`src/common/bnn_pkg.sv`:
```
package bnn_pkg;

    // lane geometry
    localparam int LANES      = 16;
    localparam int GROUP_SIZE = 4;
    localparam int GROUPS     = LANES / GROUP_SIZE;

    // accumulator width, far above any realistic vote count
    localparam int ACC_W = 30;

    // one bit per lane, activation / weight / mask
    typedef logic [LANES-1:0] lane_vec_t;

    // signed vote, -1 / 0 / +1
    typedef logic signed [1:0] vote_t;

    // group of four votes, -4 .. +4
    typedef logic signed [3:0] group_sum_t;

    typedef logic signed [ACC_W-1:0] acc_t;

    typedef logic [4:0]  apb_addr_t;
    typedef logic [31:0] apb_data_t;

    // register map
    localparam apb_addr_t REG_WEIGHT = 5'h00;
    localparam apb_addr_t REG_MASK   = 5'h04;
    localparam apb_addr_t REG_CTRL   = 5'h08;
    localparam apb_addr_t REG_ACC    = 5'h0C;
    localparam apb_addr_t REG_STATUS = 5'h10;

    typedef struct packed {
        logic      psel;
        logic      penable;
        logic      pwrite;
        apb_addr_t paddr;
        apb_data_t pwdata;
    } apb_req_s;

    typedef struct packed {
        apb_data_t prdata;
        logic      pready;
        logic      pslverr;
    } apb_rsp_s;

    // activation stream, no back-pressure
    typedef struct packed {
        logic      valid;
        lane_vec_t bits;
    } act_beat_s;

    typedef struct packed {
        lane_vec_t weight;
        lane_vec_t mask;
        logic      clear;
    } neuron_cfg_s;

    typedef struct packed {
        acc_t acc;
        logic sign;
        logic busy;
    } neuron_stat_s;

endpackage

```
`src/logic/apb_regs.sv`:
```
`timescale 1ns/1ps

module apb_regs (
    input  logic                  clk,
    input  logic                  rst,
    input  bnn_pkg::apb_req_s     apb_req,
    output bnn_pkg::apb_rsp_s     apb_rsp,
    output bnn_pkg::neuron_cfg_s  cfg,
    input  bnn_pkg::neuron_stat_s stat
);

    logic               access;
    logic               hit;
    logic               read_only;
    logic               bad;
    logic               wr_en;
    bnn_pkg::lane_vec_t weight_q;
    bnn_pkg::lane_vec_t mask_q;
    logic               clear_q;
    bnn_pkg::apb_data_t rdata;

    // access phase, setup already seen
    assign access = apb_req.psel & apb_req.penable;

    // address decode
    always_comb begin
        hit       = 1'b1;
        read_only = 1'b0;
        case (apb_req.paddr)
            bnn_pkg::REG_WEIGHT,
            bnn_pkg::REG_MASK,
            bnn_pkg::REG_CTRL: begin
                read_only = 1'b0;
            end
            bnn_pkg::REG_ACC,
            bnn_pkg::REG_STATUS: begin
                read_only = 1'b1;
            end
            default: begin
                hit = 1'b0;
            end
        endcase
    end

    // unmapped, or a write to a read-only word
    assign bad   = ~hit | (apb_req.pwrite & read_only);
    assign wr_en = access & apb_req.pwrite & ~bad;

    // read mux
    always_comb begin
        rdata = '0;
        case (apb_req.paddr)
            bnn_pkg::REG_WEIGHT: rdata[bnn_pkg::LANES-1:0] = weight_q;
            bnn_pkg::REG_MASK:   rdata[bnn_pkg::LANES-1:0] = mask_q;
            // acc sign-extended to the bus width
            bnn_pkg::REG_ACC: begin
                rdata = {{($bits(bnn_pkg::apb_data_t) - bnn_pkg::ACC_W)
                          {stat.acc[bnn_pkg::ACC_W-1]}}, stat.acc};
            end
            bnn_pkg::REG_STATUS: rdata[1:0] = {stat.busy, stat.sign};
            default: rdata = '0;
        endcase
    end

    // zero wait states, response straight from decode
    assign apb_rsp.prdata  = (access & ~apb_req.pwrite) ? rdata : '0;
    assign apb_rsp.pready  = access;
    assign apb_rsp.pslverr = access & bad;

    always_ff @(posedge clk) begin
        if (rst) begin
            weight_q <= '0;
            mask_q   <= '0;
            clear_q  <= 1'b0;
        end else begin
            // clear drops again unless rewritten
            clear_q <= 1'b0;
            if (wr_en) begin
                case (apb_req.paddr)
                    bnn_pkg::REG_WEIGHT: weight_q <= apb_req.pwdata[bnn_pkg::LANES-1:0];
                    bnn_pkg::REG_MASK:   mask_q   <= apb_req.pwdata[bnn_pkg::LANES-1:0];
                    bnn_pkg::REG_CTRL:   clear_q  <= apb_req.pwdata[0];
                    default: clear_q <= 1'b0;
                endcase
            end
        end
    end

    assign cfg.weight = weight_q;
    assign cfg.mask   = mask_q;
    assign cfg.clear  = clear_q;

    // pready only in an access phase that followed a setup phase
    a_pready_access: assert property (@(posedge clk) disable iff (rst)
        apb_rsp.pready |-> (apb_req.psel && apb_req.penable
                            && $past(apb_req.psel && !apb_req.penable)));

    // clear is a single-cycle pulse
    a_clear_pulse: assert property (@(posedge clk) disable iff (rst)
        cfg.clear |=> !cfg.clear);

endmodule

```
`src/logic/bnn_neuron_top.sv`:
```
`timescale 1ns/1ps

module bnn_neuron_top (
    input  logic               clk,
    input  logic               rst,
    input  bnn_pkg::apb_req_s  apb_req,
    output bnn_pkg::apb_rsp_s  apb_rsp,
    input  bnn_pkg::act_beat_s beat,
    output logic               sign
);

    bnn_pkg::neuron_cfg_s  cfg;
    bnn_pkg::neuron_stat_s stat;
    bnn_pkg::vote_t        votes [bnn_pkg::LANES];
    logic                  vote_valid;

    // register file on apb
    apb_regs u_apb_regs (
        .clk     (clk),
        .rst     (rst),
        .apb_req (apb_req),
        .apb_rsp (apb_rsp),
        .cfg     (cfg),
        .stat    (stat)
    );

    // xnor voting, weight and mask sampled with the beat
    vote_unit u_vote_unit (
        .clk        (clk),
        .rst        (rst),
        .beat       (beat),
        .weight     (cfg.weight),
        .mask       (cfg.mask),
        .clear      (cfg.clear),
        .votes      (votes),
        .vote_valid (vote_valid)
    );

    // group adders and accumulator
    vote_counter u_vote_counter (
        .clk        (clk),
        .rst        (rst),
        .votes      (votes),
        .vote_valid (vote_valid),
        .clear      (cfg.clear),
        .stat       (stat)
    );

    // neuron output
    assign sign = stat.sign;

endmodule

```
`src/neuron/vote_counter.sv`:
```
`timescale 1ns/1ps

module vote_counter (
    input  logic                  clk,
    input  logic                  rst,
    input  bnn_pkg::vote_t        votes [bnn_pkg::LANES],
    input  logic                  vote_valid,
    input  logic                  clear,
    output bnn_pkg::neuron_stat_s stat
);

    bnn_pkg::group_sum_t grp_next [bnn_pkg::GROUPS];
    bnn_pkg::group_sum_t grp_sum  [bnn_pkg::GROUPS];
    logic                grp_valid;
    bnn_pkg::acc_t       grp_total;
    bnn_pkg::acc_t       acc;

    // stage one adders, four lanes each
    always_comb begin
        for (int g = 0; g < bnn_pkg::GROUPS; g++) begin
            grp_next[g] = '0;
            for (int k = 0; k < bnn_pkg::GROUP_SIZE; k++) begin
                // sign-extend 2-bit vote
                grp_next[g] = grp_next[g]
                            + bnn_pkg::group_sum_t'(votes[g*bnn_pkg::GROUP_SIZE + k]);
            end
        end
    end

    // group sums, payload only
    always_ff @(posedge clk) begin
        if (vote_valid) begin
            grp_sum <= grp_next;
        end
    end

    // delayed valid for stage two
    always_ff @(posedge clk) begin
        if (rst) begin
            grp_valid <= 1'b0;
        end else begin
            grp_valid <= vote_valid & ~clear;
        end
    end

    // stage two, total of the group sums
    always_comb begin
        grp_total = '0;
        for (int g = 0; g < bnn_pkg::GROUPS; g++) begin
            grp_total = grp_total + bnn_pkg::acc_t'(grp_sum[g]);
        end
    end

    // separate stages so back-to-back beats each land once
    always_ff @(posedge clk) begin
        if (rst) begin
            acc <= '0;
        end else if (clear) begin
            // clear wins over a beat arriving now
            acc <= '0;
        end else if (grp_valid) begin
            acc <= acc + grp_total;
        end
    end

    assign stat.acc  = acc;
    // sign straight off the register
    assign stat.sign = acc[bnn_pkg::ACC_W-1];
    // anything still in the pipe
    assign stat.busy = vote_valid | grp_valid;

    // group sum stays within four votes
    for (genvar g = 0; g < bnn_pkg::GROUPS; g++) begin : g_grp_chk
        a_grp_range: assert property (@(posedge clk) disable iff (rst)
            grp_valid |-> (grp_sum[g] >= -4 && grp_sum[g] <= 4));
    end

endmodule

```
`src/neuron/vote_unit.sv`:
```
`timescale 1ns/1ps

module vote_unit (
    input  logic               clk,
    input  logic               rst,
    input  bnn_pkg::act_beat_s beat,
    input  bnn_pkg::lane_vec_t weight,
    input  bnn_pkg::lane_vec_t mask,
    input  logic               clear,
    output bnn_pkg::vote_t     votes [bnn_pkg::LANES],
    output logic               vote_valid
);

    bnn_pkg::lane_vec_t agree;
    bnn_pkg::vote_t     next_vote [bnn_pkg::LANES];

    // xnor gives 1 where activation matches weight
    assign agree = ~(beat.bits ^ weight);

    // per-lane vote from agree and mask
    always_comb begin
        for (int i = 0; i < bnn_pkg::LANES; i++) begin
            if (!mask[i]) begin
                next_vote[i] = 2'sd0;
            end else if (agree[i]) begin
                next_vote[i] = 2'sd1;
            end else begin
                // mismatch votes -1
                next_vote[i] = -2'sd1;
            end
        end
    end

    // payload loaded only with a beat
    always_ff @(posedge clk) begin
        if (beat.valid) begin
            votes <= next_vote;
        end
    end

    // valid flag killed by clear
    always_ff @(posedge clk) begin
        if (rst) begin
            vote_valid <= 1'b0;
        end else begin
            vote_valid <= beat.valid & ~clear;
        end
    end

endmodule

```
`config.mk`:
```
export PLATFORM = sky130hd
export DESIGN_NAME = bnn_neuron_top
export DESIGN_NICKNAME = d
export VERILOG_FILES = /design/src/common/bnn_pkg.sv /design/src/logic/apb_regs.sv /design/src/logic/bnn_neuron_top.sv /design/src/neuron/vote_counter.sv /design/src/neuron/vote_unit.sv
export SDC_FILE = /design/constraint.sdc
export NUM_CORES = 1
export LEC_CHECK = 0
export ABC_AREA = 1
export BUFFER_PORTS_ARGS = -buffer_cell sky130_fd_sc_hd__buf_2
export CORE_ASPECT_RATIO = 1.25
export CORE_MARGIN = 2
export CORE_UTILIZATION = 60
export DETAILED_ROUTE_END_ITERATION = 8
export PLACE_DENSITY = 0.82
export SLEW_MARGIN = 30
export SYNTH_ARGS = -nofsm -noshare
export SYNTH_HDL_FRONTEND = slang
export SYNTH_SLANG_ARGS = --single-unit
export TNS_END_PERCENT = 100
```
`constraint.sdc`:
```
create_clock -name clk -period 9.8 [get_ports clk]
set_input_delay 0.49 -clock clk [delete_from_list [all_inputs] [get_ports clk]]
set_output_delay 0.49 -clock clk [all_outputs]
set_load 0.005 [all_outputs]
```
Word level (Yosys, flattened, before mapping):

Index checks and enable logic that the tools add are counted.

* register bits after elaboration: 113
* bits of input ports: 59
* output and inout bits: 35
* word-level logic and storage cells: 93

* add/sub/neg operators: 16
* equal/unequal tests: 4
* muxes and demuxes: 22
* bitwise operators: 18
* reduce and logical (&&, ||, !) cells: 7

Operators by type and width (count)
* $pmux 14 s3: 1
* $mux 2: 16
* $mux 32: 1
* $add 30x30->30: 1
* $add 30x4->30: 1
* $add 3x2->4: 4
* $add 4x2->4: 4
* $mux 16: 1
* $not 16->16: 1
* $xor 16x16->16: 1
* $add 2x2->3: 4
* $eq 5x4->1 const B: 2
* $and 1x1->1: 8
* $pmux 2 s4: 1
* $add 5x4->6: 1
* $not 1->1: 6
* $add 4x4->5: 1
* $eq 5x3->1 const B: 1
* $eq 5x5->1 const B: 1
* $logic_not 5->1: 1
* $reduce_or 5->1: 1
* $reduce_and 2->1: 2
* $reduce_or 2->1: 2
* $reduce_or 3->1: 1
* 2 further kinds: 4

Depth between registers and ports, before layout:

Gate-level depths: netlist of run 1.

* depth in word-level cells: 9
* mapped depth: 24
* gate-level depth less buffers: 24

By module:

From an unflattened synthesis of run 1, not the netlist that was laid out.

* cells, all modules: 1238
* area, all modules: 8882.3 um^2

Modules (own cells, without submodules)
* vote_counter: instances 1, cells each 800, area each 5656.7 um^2, seq. area each 1101.1 um^2
* apb_regs: instances 1, cells each 340, area each 1991.9 um^2, seq. area each 660.6 um^2
* vote_unit: instances 1, cells each 98, area each 1233.7 um^2, seq. area each 980.9 um^2

Worst setup path after synthesis of run 1:

No wires, ideal clock.

* kind: register to register
* start point: register u_vote_counter.grp_sum[7] in the netlist's numbering
* end point: register u_vote_counter.acc[24]
* arrival time: 5.494 ns
* slack: 4.193 ns
* stages on the path, launching flop included: 18
* buffers on the path: 0
* clock period less this slack: 5.607 ns
* cell sequence: edfxtp_1 > fa_1 > ha_1 > inv_1 > o21ai_0 > fa_1 > inv_1 > ha_1 > nand2_1 > inv_1 > a21oi_1 > nand2_1 > nand2_1 > nand3_1 > nand2_1 > nand2_1 > o21ai_1 > inv_1

* cells in the longest elaborated chain, start to end: 3

RTL lines
* start, declared: line vote_counter.sv:13 `bnn_pkg::group_sum_t grp_sum [bnn_pkg::GROUPS];`
* start signal, assigned: line vote_counter.sv:33 `grp_sum <= grp_next;`
* $add 5x4->6: line vote_counter.sv:50 `grp_total = grp_total + bnn_pkg::acc_t'(grp_sum[g]);`
* $add 30x4->30: line vote_counter.sv:50
* $add 30x30->30: line vote_counter.sv:62 `acc <= acc + grp_total;`
* end signal, assigned: line vote_counter.sv:62
* end, declared: line vote_counter.sv:16 `bnn_pkg::acc_t acc;`

No other way between the ends.
A chain may end at the register's enable or synchronous reset.

Worst setup path after layout of run 1:

* start point: register u_vote_counter.grp_sum[5] in the netlist's numbering
* end point: register u_vote_counter.acc[19]

Same word-level chain as after synthesis.

==> impl_metrics.toml, run 1 <==
[global_route]
grt_busiest_layer = "met2"
grt_max_degree = 40
grtUsageMet1 = 0.3259
grt_usage = 0.2836
overflow = 0
grt_pass1_wl_um = 33730
antenna_found_initial = 0
use_met3 = 0.04074
grt_use_met2 = 0.5187
grt_pass1_vias = 7146

[timing]
finalCritPeriodShare = 0.4515
max_freq_ghz = 0.2260
setup_slack_ns = 5.375
tightest_slew_ns = 0.8691
finClkSkew_ns = 0.01589
final_max_slew_viol_count = 0
slew-limit-headroom = 0.4170
final_hold_viol_count = 0
setup_viol = 0
final.setup.tns_ns = 0
rsz0062_at_grt = "no"
min_period_ns = 4.425

[cells_and_area]
antennaDiodeCount = 0
drive_gt1_frac = 0.1169
num-fill-cells = 1165
syn_to_final_growth_pct = 12.64
nets = 1356
multi_input_area_um2 = 4566
seq_area_um2 = 2743

[routing]
route.detailed.drc = 0
drt-initial-drc-count = 435
wl_per_cell_um = 14.90
wl_um = 20710
num_vias = 7244
drt_first_pass_iters = 6
ant_nets = 0
vias_per_cell = 5.212

[cts]
cts_hold_buf = 0
cts_made_buffers = 17
cts_sinks = 113
cts_tree = "built"
post_cts_buffers = 0
htree_levels = 4
cts-root-buf = "clkbuf_16"
clk_transition_reported_paths_ns = 0.06
clk_latency_ns = 0.43
clock_path_buffers = 2
ctsResizeCount = 0

[setup_path]
r2r_start = "u_vote_counter.grp_sum[5]"
cp_data_required_time_ns = 10.11
crit_fanout = 26
critical_path_arrival_ns = 4.74
endpoint_kind = "register"
reg2reg_to = "u_vote_counter.acc[19]"
r2r_cells = 22
crit_type = "reg -> reg"
rrSetupSlack_ns = 5.38
startpoint_type = "register"

[pwr]
swShare = 0.4904
powerDensity_nw_per_um2 = 302.2
pwr-share-seq = 0.185
intPower_mw = 1.474
fin_total_pwr_mw = 2.892
p_sw_mw = 1.418
p_clk_frac = 0.207
peakVddDrop_mv = 0.1784
power.leakage_nw = 4.935
pwr-share-comb = 0.608

[synth]
syn_nets = 1282
netlist.area_leader.share = 0.1697
seq_area_frac_synth = 0.3228
yosys-top-cells-area = "edfxtp_1 17%, dfxtp_1 15%, fa_1 13%"
synth_area_um2 = 8496
yosys.cell_types.count = 39
syn_inst = 1128
avgSynthCellArea_um2 = 7.532
yosysWarnings = 0
ys_ff_latch = 113
yosys.area.top_type = "edfxtp_1"

[floorplanning]
initial_core_util = 0.6150
die_area_um2 = 15130
dieHeight_um = 137.0
num_rows = 48
die_w_um = 110.4
num_io_pins = 94
design.core.area_um2 = 13810

[flow_run]
timing.max_cap.violations = 0

[min_path]
hold-path-endpoint = "u_apb_regs.weight_q[4]"
min_from = "apb_req[4]"
hp-class = "in -> reg"
whs_path_depth = 3

[place]
dp_slack_ns = 5.447
routabilityCongestion = 0.9382
port_buffers = 77
dp_hpwl_um = 15340

[outcome]
status = "completed"
==> power groups by stage <==
stage / Clock (mW) / Sequential [mW] / Combinational, mW
finish: 0.599 / 0.534 / 1.76
global route: 0.620 / 0.536 / 2.01
CTS: 0.596 / 0.534 / 1.75
detailed placement: 0 / 0.544 / 1.71
global placement: 0 / 0.542 / 1.67
floorplan: 0 / 0.539 / 1.33
==> sequential cells by signal (all words and copies together), names as in the netlist <==
register                  cells
u_apb_regs.clear_q            1
u_vote_counter.grp_sum       16
u_vote_counter.grp_valid      1
u_apb_regs.mask_q            16
u_vote_counter.acc           30
u_vote_unit.vote_valid        1
u_vote_unit.votes            32
u_apb_regs.weight_q          16
==> stage by stage <==
stage | cell area (um^2) | utilization | std cells | hold WS [ns]
2_1_floorplan | 8496 | - | 1128 | 0.4082
3_3_place_gp | 9006 | 0.6520 | 1358 | 0.4112
3_5_place_dp | 9006 | 0.6520 | 1358 | 0.4172
4_1_cts | 9569 | 0.6928 | 1390 | 0.3246
5_1_grt | 9569 | 0.6928 | 1390 | 0.3291
6_report | 9569 | 0.6928 | 1390 | 0.3202
==> worst max-delay path, stage by stage, from the launching register on <==
cell and delay [ns]:
edfxtp_1 0.34, inv_1 0.07, fa_1 0.54, inv_1 0.04, ha_1 0.23, fa_1 0.43, nand2_1 0.09, nand3_1 0.06
nand2_1 0.07, o21ai_2 0.05, buf_4 0.26, fa_1 0.54, inv_1 0.05, ha_1 0.34, nand2_1 0.13, nor2_1 0.31
nand3_1 0.11, nand3_1 0.22, nand2_1 0.11, nand3_1 0.08, nand2_1 0.05, nor2_1 0.12, nor2_1 0.06
==> how the worst max path moves through the flow <==
stage	from	depth (start not counted)	end
after floorplan	u_vote_counter.grp_sum[7]	17	u_vote_counter.acc[24]
after global placement	u_vote_counter.grp_sum[5]	22	u_vote_counter.acc[27]
after detailed placement	u_vote_counter.grp_sum[5]	22	u_vote_counter.acc[27]
after CTS	u_vote_counter.grp_sum[5]	22	u_vote_counter.acc[19]
after global routing	u_vote_counter.grp_sum[5]	22	u_vote_counter.acc[27]
final	u_vote_counter.grp_sum[5]	22	u_vote_counter.acc[19]
==> metal layers <==
| metal | vias up | routed length, um |
|---|---|---|
| met5 | - | 0 |
| met4 | 0 | 885 |
| met3 | 53 | 1082 |
| met2 | 256 | 10490 |
| met1 | 3328 | 8257 |
| li1 | 3607 | - |
==> synth_stat cells (all sizes together) <==
cell	count
nand2	293
inv	278
nor2	95
a21oi	68
dfxtp	65
fa	55
edfxtp	48
ha	40
nand3	40
o21ai	23
xnor2	20
xor2	16
clkbuf	15
a211oi	14
nor3	14
o221ai	14
buf	12
nand4	4
nand3b	3
a31oi	2
clkinv	2
o21bai	2
a21o	1
a221oi	1
and3	1
o21a	1
o22ai	1
==> cells by family after synthesis <==
logic type,share of synthesized area
buf+inv,0.1402
fa+ha+maj,0.1885
simple gates,0.2150
flops,0.3228
xor+xnor,0.03711
compound gates,0.09632
==> layout make-up <==
class,count,area share
sequential,113,0.2866
clock buffer,18,0.04485
inverter,280,0.1104
timing repair buffer,82,0.04419
multi-input combinational,708,0.4771
clock inverter,14,0.01399
tap,175,0.02288
==> cell usage in the layout, fill, tap and decap left out, types with 5 or more instances in the layout <==
master      count
o221ai_1       14
a211oi_2       14
clkbuf_16      17
o21ai_0        18
buf_2          77
edfxtp_1       48
xnor2_1        20
buf_4           5
dfxtp_1        65
nand2_1       291
xor2_1         16
nor3_1         14
nor2_1         91
clkinvlp_4      5
inv_1         275
nand3_1        39
a21oi_1        66
fa_1           55
ha_1           40
Power figures use the tool's default switching activity.
==> run 2: changes to the inputs <==
- ABC_AREA: 1 -> 0
- CORE_UTILIZATION: 60 -> 59
- clock period: 9.8 -> 4.3 ns (I/O delays scaled with it)
==> run 2 against run 1 <==
  * The run now ends with negative setup slack left
  * Maximum frequency shrank 12%
  * Register-to-register slack worse by 6.1 ns
  * Power rose to 3.1 times the previous value
  * Via count decreased by 11%
  * Non-clock buffer count increased by 69
  * Wire length fell by 2.5%
  * Sequential cell count unchanged
  * Critical path depth down 2
  * Worst setup slack got worse by 6.1 ns
  * Clock skew decreased by 0.0081 ns
  * Global-route usage grew 0.099 points
  * Largest power group unchanged
==> impl_metrics.toml, run 2 <==
[cells_and_area]
nets = 1122
final_common_cell = "inv_1"
antennaDiodeCount = 0
num-fill-cells = 784
syn_to_final_growth_pct = 24.97
finish.utilization = 0.7542
seq_area_um2 = 2743
drive_gt1_frac = 0.2446
top_regs = "u_vote_unit.votes (32), u_vote_counter.acc (30)"
largest_reg_flops = 32
largest_register = "u_vote_unit.votes"
final_area_um2 = 9593
layout_common_cells = "120 x inv_1, 87 x nand2_1, 77 x buf_2, 70 x a21oi_1, 70 x buf_4"
multi_input_area_um2 = 4653

[synth]
ys_ff_latch = 113
syn_nets = 979
synthTopCellsByCount = "124 x inv_1, 91 x nand2_1, 76 x a21oi_1"
avgSynthCellArea_um2 = 9.304
seq_area_frac_synth = 0.3573
yosysMostFrequentCell = "inv_1"
yosys.area.top_type = "edfxtp_1"
syn_inst = 825
yosys-top-cells-area = "edfxtp_1 19%, dfxtp_1 17%, fa_1 14%"
synthArstFlopShare = 0
synth_area_um2 = 7676
ys.flop_type = "dfxtp_1"
synth_edf_count = 48
netlist.area_leader.share = 0.1878
yosys.cell_types.count = 53
yosysWarnings = 0

[setup_path]
startpoint_type = "register"
critical_path_arrival_ns = 5.33
r2r_cells = 20
r2r_start = "u_vote_counter.grp_sum[5]"
crit_type = "reg -> reg"
crit_path_max_incr_delay_ns = 0.54
endpoint_kind = "register"
cp_slowest_cell = "fa_1"
cp_data_required_time_ns = 4.60
reg2reg_to = "u_vote_counter.acc[28]"
rrSetupSlack_ns = -0.73
crit_fanout = 4
critical_path.cell_chain = "inv_2 -> fa_1 -> inv_1 -> ha_2 -> fa_2 -> a2111oi_4 -> buf_4 -> a21oi_2 -> fa_1 -> inv_1 -> ha_1 -> a21oi_1 -> o21ai_1 -> nor3_2 -> o211a_1 -> a2111oi_4 -> a311oi_2 -> o211ai_2 -> xnor2_1 -> o21ai_1"

[routing]
vias_per_cell = 5.610
wl_per_cell_um = 17.57
drt-initial-drc-count = 442
route.detailed.drc = 0
drt_first_pass_iters = 5
wl_um = 20180
num_vias = 6446
ant_nets = 0

[cts]
cts-root-buf = "clkbuf_16"
clock_path_buffers = 2
clk_transition_reported_paths_ns = 0.06
cts_tree = "built"
cts_made_buffers = 17
htree_levels = 4
cts_sinks = 113
clk_latency_ns = 0.42

[timing]
final_hold_viol_count = 0
rsz0062_at_grt = "yes"
finalCritPeriodShare = 1.171
tightest_slew_ns = 0.7639
final_max_slew_viol_count = 0
finClkSkew_ns = 0.007820
fin_hold_ws_ns = 0.03742
setup_slack_ns = -0.7342
max_freq_ghz = 0.1986
setup_viol = 22
slew-limit-headroom = 0.4860
min_period_ns = 5.034

[floorplanning]
design.core.area_um2 = 12720
num_rows = 46
initial_core_util = 0.6035
die_w_um = 106.0
num_io_pins = 94
dieHeight_um = 131.5
die_area_um2 = 13940

[pwr]
powerDensity_nw_per_um2 = 938.9
power.leakage_nw = 4.285
peakVddDrop_mv = 0.4718

[place]
dp_slack_ns = -0.5185
dp_hpwl_um = 12750
port_buffers = 77
placed_area_um2 = 8650
routabilityCongestion = 0.8978

[min_path]
whs_path_depth = 3
hp-class = "in -> reg"
hold-path-endpoint = "u_apb_regs.weight_q[12]"
min_from = "apb_req[12]"

[outcome]
violations = "negative setup slack"
status = "finished, violations left"

[global_route]
antenna_found_initial = 0
grt_pass1_vias = 6507
grt_usage = 0.2846
grt_pass1_wl_um = 31150
grt_max_degree = 36
overflow = 0

[flow_run]
timing.max_cap.violations = 0
-- run 2: cells by family after synthesis --
| group | after synthesis | share of synthesized area |
|---|---|---|
| buf+inv | 154 | 0.07889 |
| mux | 36 | 0.04694 |
| fa+ha+maj | 95 | 0.2086 |
| simple gates | 234 | 0.1381 |
| compound gates | 140 | 0.1097 |
| flops | 113 | 0.3573 |
| xor+xnor | 53 | 0.06047 |
-- run 2: per-stage QoR --
step,TNS (ns),std cells,power [mW]
2_1_floorplan,-0.9789,825,4.708
3_3_place_gp,-2.794,1095,6.063
3_5_place_dp,-6.216,1095,6.210
4_1_cts,-4.552,1138,8.029
5_1_grt,-11.72,1149,9.563
6_report,-7.684,1149,9.007
-- run 2: routing by layer --
metal | global-route usage | vias to the layer above | routed length (um)
met5 | 0 | - | 0
li1 | - | 2981 | -
met3 | 0.05159 | 86 | 1508
met2 | 0.5061 | 306 | 10380
met1 | 0.3237 | 3073 | 7225
met4 | 0.1440 | 0 | 1074
-- run 2: power by group --
group / total, mW / internal, mW / switching [mW]
Clock: 1.33 / 0.792 / 0.542
Sequential: 1.36 / 1.25 / 0.113
Combinational: 6.31 / 3.02 / 3.29
Total: 9.01 / 5.06 / 3.94
-- run 2: final cells by class --
| cell class | count | share of cell area |
|---|---|---|
| Multi-Input combinational cell | 560 | 0.4851 |
| Clock inverter | 13 | 0.009782 |
| Clock buffer | 19 | 0.04839 |
| Inverter | 125 | 0.04930 |
| Timing Repair Buffer | 151 | 0.09965 |
| Tap cell | 168 | 0.02191 |
| Sequential cell | 113 | 0.2859 |
-- run 2: critical path, delay by kind of cell (launching register included) --
family | cells | cell delay (ns)
fa+ha+maj | 5 | 1.98
compound gates | 9 | 1.76
buf+inv | 4 | 0.37
flops | 1 | 0.33
simple gates | 1 | 0.26
xor+xnor | 1 | 0.18
-- run 2: worst max path at each step --
stage                                   start                      to  cells past startpoint
CTS                 u_vote_counter.grp_sum[5]  u_vote_counter.acc[26]                     19
floorplan           u_vote_counter.grp_sum[5]  u_vote_counter.acc[26]                     20
finish              u_vote_counter.grp_sum[5]  u_vote_counter.acc[28]                     20
detailed placement  u_vote_counter.grp_sum[5]  u_vote_counter.acc[26]                     20
global placement    u_vote_counter.grp_sum[5]  u_vote_counter.acc[26]                     18
global route        u_vote_counter.grp_sum[5]  u_vote_counter.acc[28]                     20
-- run 2: timing repair --
action / 4_1_cts / 5_1_grt
hold buffers: 0 / 0
cloned: 2 / 0
resized for setup: 27 / 27
pin swaps: 12 / 18
buffers inserted: 9 / 14
setup endpoints to repair: 21 / 22
==> run 3: changes to the inputs <==
- SKIP_LAST_GASP: unset -> 1
==> run 3 against run 2 <==
  * The flow still finishes with violations (negative setup slack)
  * Sequential share of layout area is essentially flat
  * Worst setup slack gained 0.069 ns
  * First-iteration DRC count shrank 15%
  * Global-route usage is essentially flat
  * Power grew 0.22%
  * Sequential power is essentially flat
  * Non-clock buffer count shrank 3
  * Count of clock-buffer cells in the layout is the same
  * Critical path type unchanged
  * Highest routed layer unchanged
==> impl_metrics.toml, run 3 (same netlist as run 2, synthesis figures left out) <==
[cells_and_area]
nets = 1119
largest_reg_flops = 32
syn_to_final_growth_pct = 25.18
seq_area_um2 = 2743
top_regs = "u_vote_unit.votes (32), u_vote_counter.acc (30)"
final_common_cell = "inv_1"
antennaDiodeCount = 0
drive_gt1_frac = 0.2434
layout_common_cells = "120 x inv_1, 87 x nand2_1, 77 x buf_2, 70 x a21oi_1, 68 x nor2_1"
largest_register = "u_vote_unit.votes"
multi_input_area_um2 = 4673
num-fill-cells = 794
finish.utilization = 0.7555

[pwr]
peakVddDrop_mv = 0.5021
fin_total_pwr_mw = 9.027
power.leakage_nw = 4.300
powerDensity_nw_per_um2 = 939.4

[routing]
wl_um = 19880
route.detailed.drc = 0
drt_first_pass_iters = 4
ant_nets = 0
drt-initial-drc-count = 375
num_vias = 6378
wl_per_cell_um = 17.34
vias_per_cell = 5.565

[global_route]
grt_usage = 0.2850
antenna_found_initial = 0
overflow = 0
grt_max_degree = 36
grt_pass1_vias = 6487
grt_pass1_wl_um = 31170

[timing]
slew-limit-headroom = 0.4771
final.setup.tns_ns = -8.033
max_freq_ghz = 0.2014
tightest_slew_ns = 0.7833
finClkSkew_ns = 0.007589
rsz0062_at_grt = "yes"
setup_viol = 22
min_period_ns = 4.965
setup_slack_ns = -0.6651
final_max_slew_viol_count = 0
fin_hold_ws_ns = 0.03940
final_hold_viol_count = 0
finalCritPeriodShare = 1.155

[cts]
clk_latency_ns = 0.42
cts_made_buffers = 17
cts-root-buf = "clkbuf_16"
cts_hold_buf = 0
clk_transition_reported_paths_ns = 0.06
cts_sinks = 113
cts_tree = "built"
clock_path_buffers = 2
htree_levels = 4

[setup_path]
startpoint_type = "register"
crit_type = "reg -> reg"
critical_path_arrival_ns = 5.30
crit_fanout = 4
endpoint_kind = "register"
r2r_cells = 20
cp_data_required_time_ns = 4.64

[place]
port_buffers = 77
routabilityCongestion = 0.8978
dp_hpwl_um = 12750

[min_path]
hp-class = "in -> reg"
whs_path_depth = 3

[floorplanning]
die_area_um2 = 13940
initial_core_util = 0.6035
design.core.area_um2 = 12720
num_rows = 46
die_w_um = 106.0
dieHeight_um = 131.5
num_io_pins = 94

[flow_run]
timing.max_cap.violations = 0

[outcome]
status = "finished, violations left"
violations = "negative setup slack"
-- run 3: cell types whose count changed in the layout (fill, tap and decap cells not counted), sizes merged --
cell  previous run  this run
buf            151       148
-- run 3: power breakdown --
group          internal (mW)  switching [mW]  total [mW]
sequential              1.25           0.111        1.36
combinational           3.03            3.30        6.33
clock                  0.792           0.539        1.33
-- run 3: worst paths after layout --
| check | from | end | slack [ns] |
|---|---|---|---|
| min | apb_req[2] | u_apb_regs.weight_q[2] | 0.04 |
| max | u_vote_counter.grp_sum[5] | u_vote_counter.acc[29] | -0.67 |
| max reg2reg | u_vote_counter.grp_sum[5] | u_vote_counter.acc[29] | -0.67 |
| min reg2reg | u_vote_counter.acc[26] | u_vote_counter.acc[26] | 0.47 |
-- run 3: routing by layer --
layer / vias up / wire [um] / share of wire / GRT usage
li1: 2980 / - / - / -
met1: 3038 / 7229 / 0.36 / 0.3250
met2: 281 / 10260 / 0.52 / 0.5097
met3: 79 / 1350 / 0.068 / 0.05060
met4: 0 / 1038 / 0.052 / 0.1382
met5: - / 0 / 0 / 0
-- run 3: final cells by class --
cell class / instances / area share
multi-input cells: 560 / 0.4863
flip-flops and latches: 113 / 0.2854
repair buffers: 148 / 0.09909
inverters: 125 / 0.04922
clock buffers: 19 / 0.04831
well taps: 168 / 0.02188
clock inverters: 13 / 0.009766
-- run 3: stage by stage --
step,area [um^2],worst slack (ns),cells
final,9609,-0.6651,1146
after global routing,9609,-0.9382,1146
after CTS,9382,-0.4796,1138
after detailed placement,8650,-0.5185,1095
after global placement,8645,-0.3110,1095
after floorplan,7780,-0.2002,825
-- run 3: worst max-delay path, cell delays in order, from the launching register on --
cell	delay, ns
edfxtp_1	0.33
inv_2	0.04
fa_1	0.54
inv_1	0.06
ha_2	0.19
fa_2	0.37
a2111oi_4	0.34
buf_4	0.22
a21oi_2	0.09
fa_1	0.54
inv_1	0.05
ha_1	0.34
nand2_1	0.21
a2111o_1	0.45
o211ai_1	0.25
nand2_2	0.13
buf_4	0.16
o21ai_2	0.12
mux2i_1	0.26
o21ai_1	0.11
o31ai_1	0.08
-- run 3: what timing repair did --
action                                 CTS  global route
gates cloned                             2             0
gates resized for setup                 25            38
endpoints found under the hold margin    0             0
setup endpoints to repair               21            22
pin swaps                               12            21
buffers inserted                         9            12
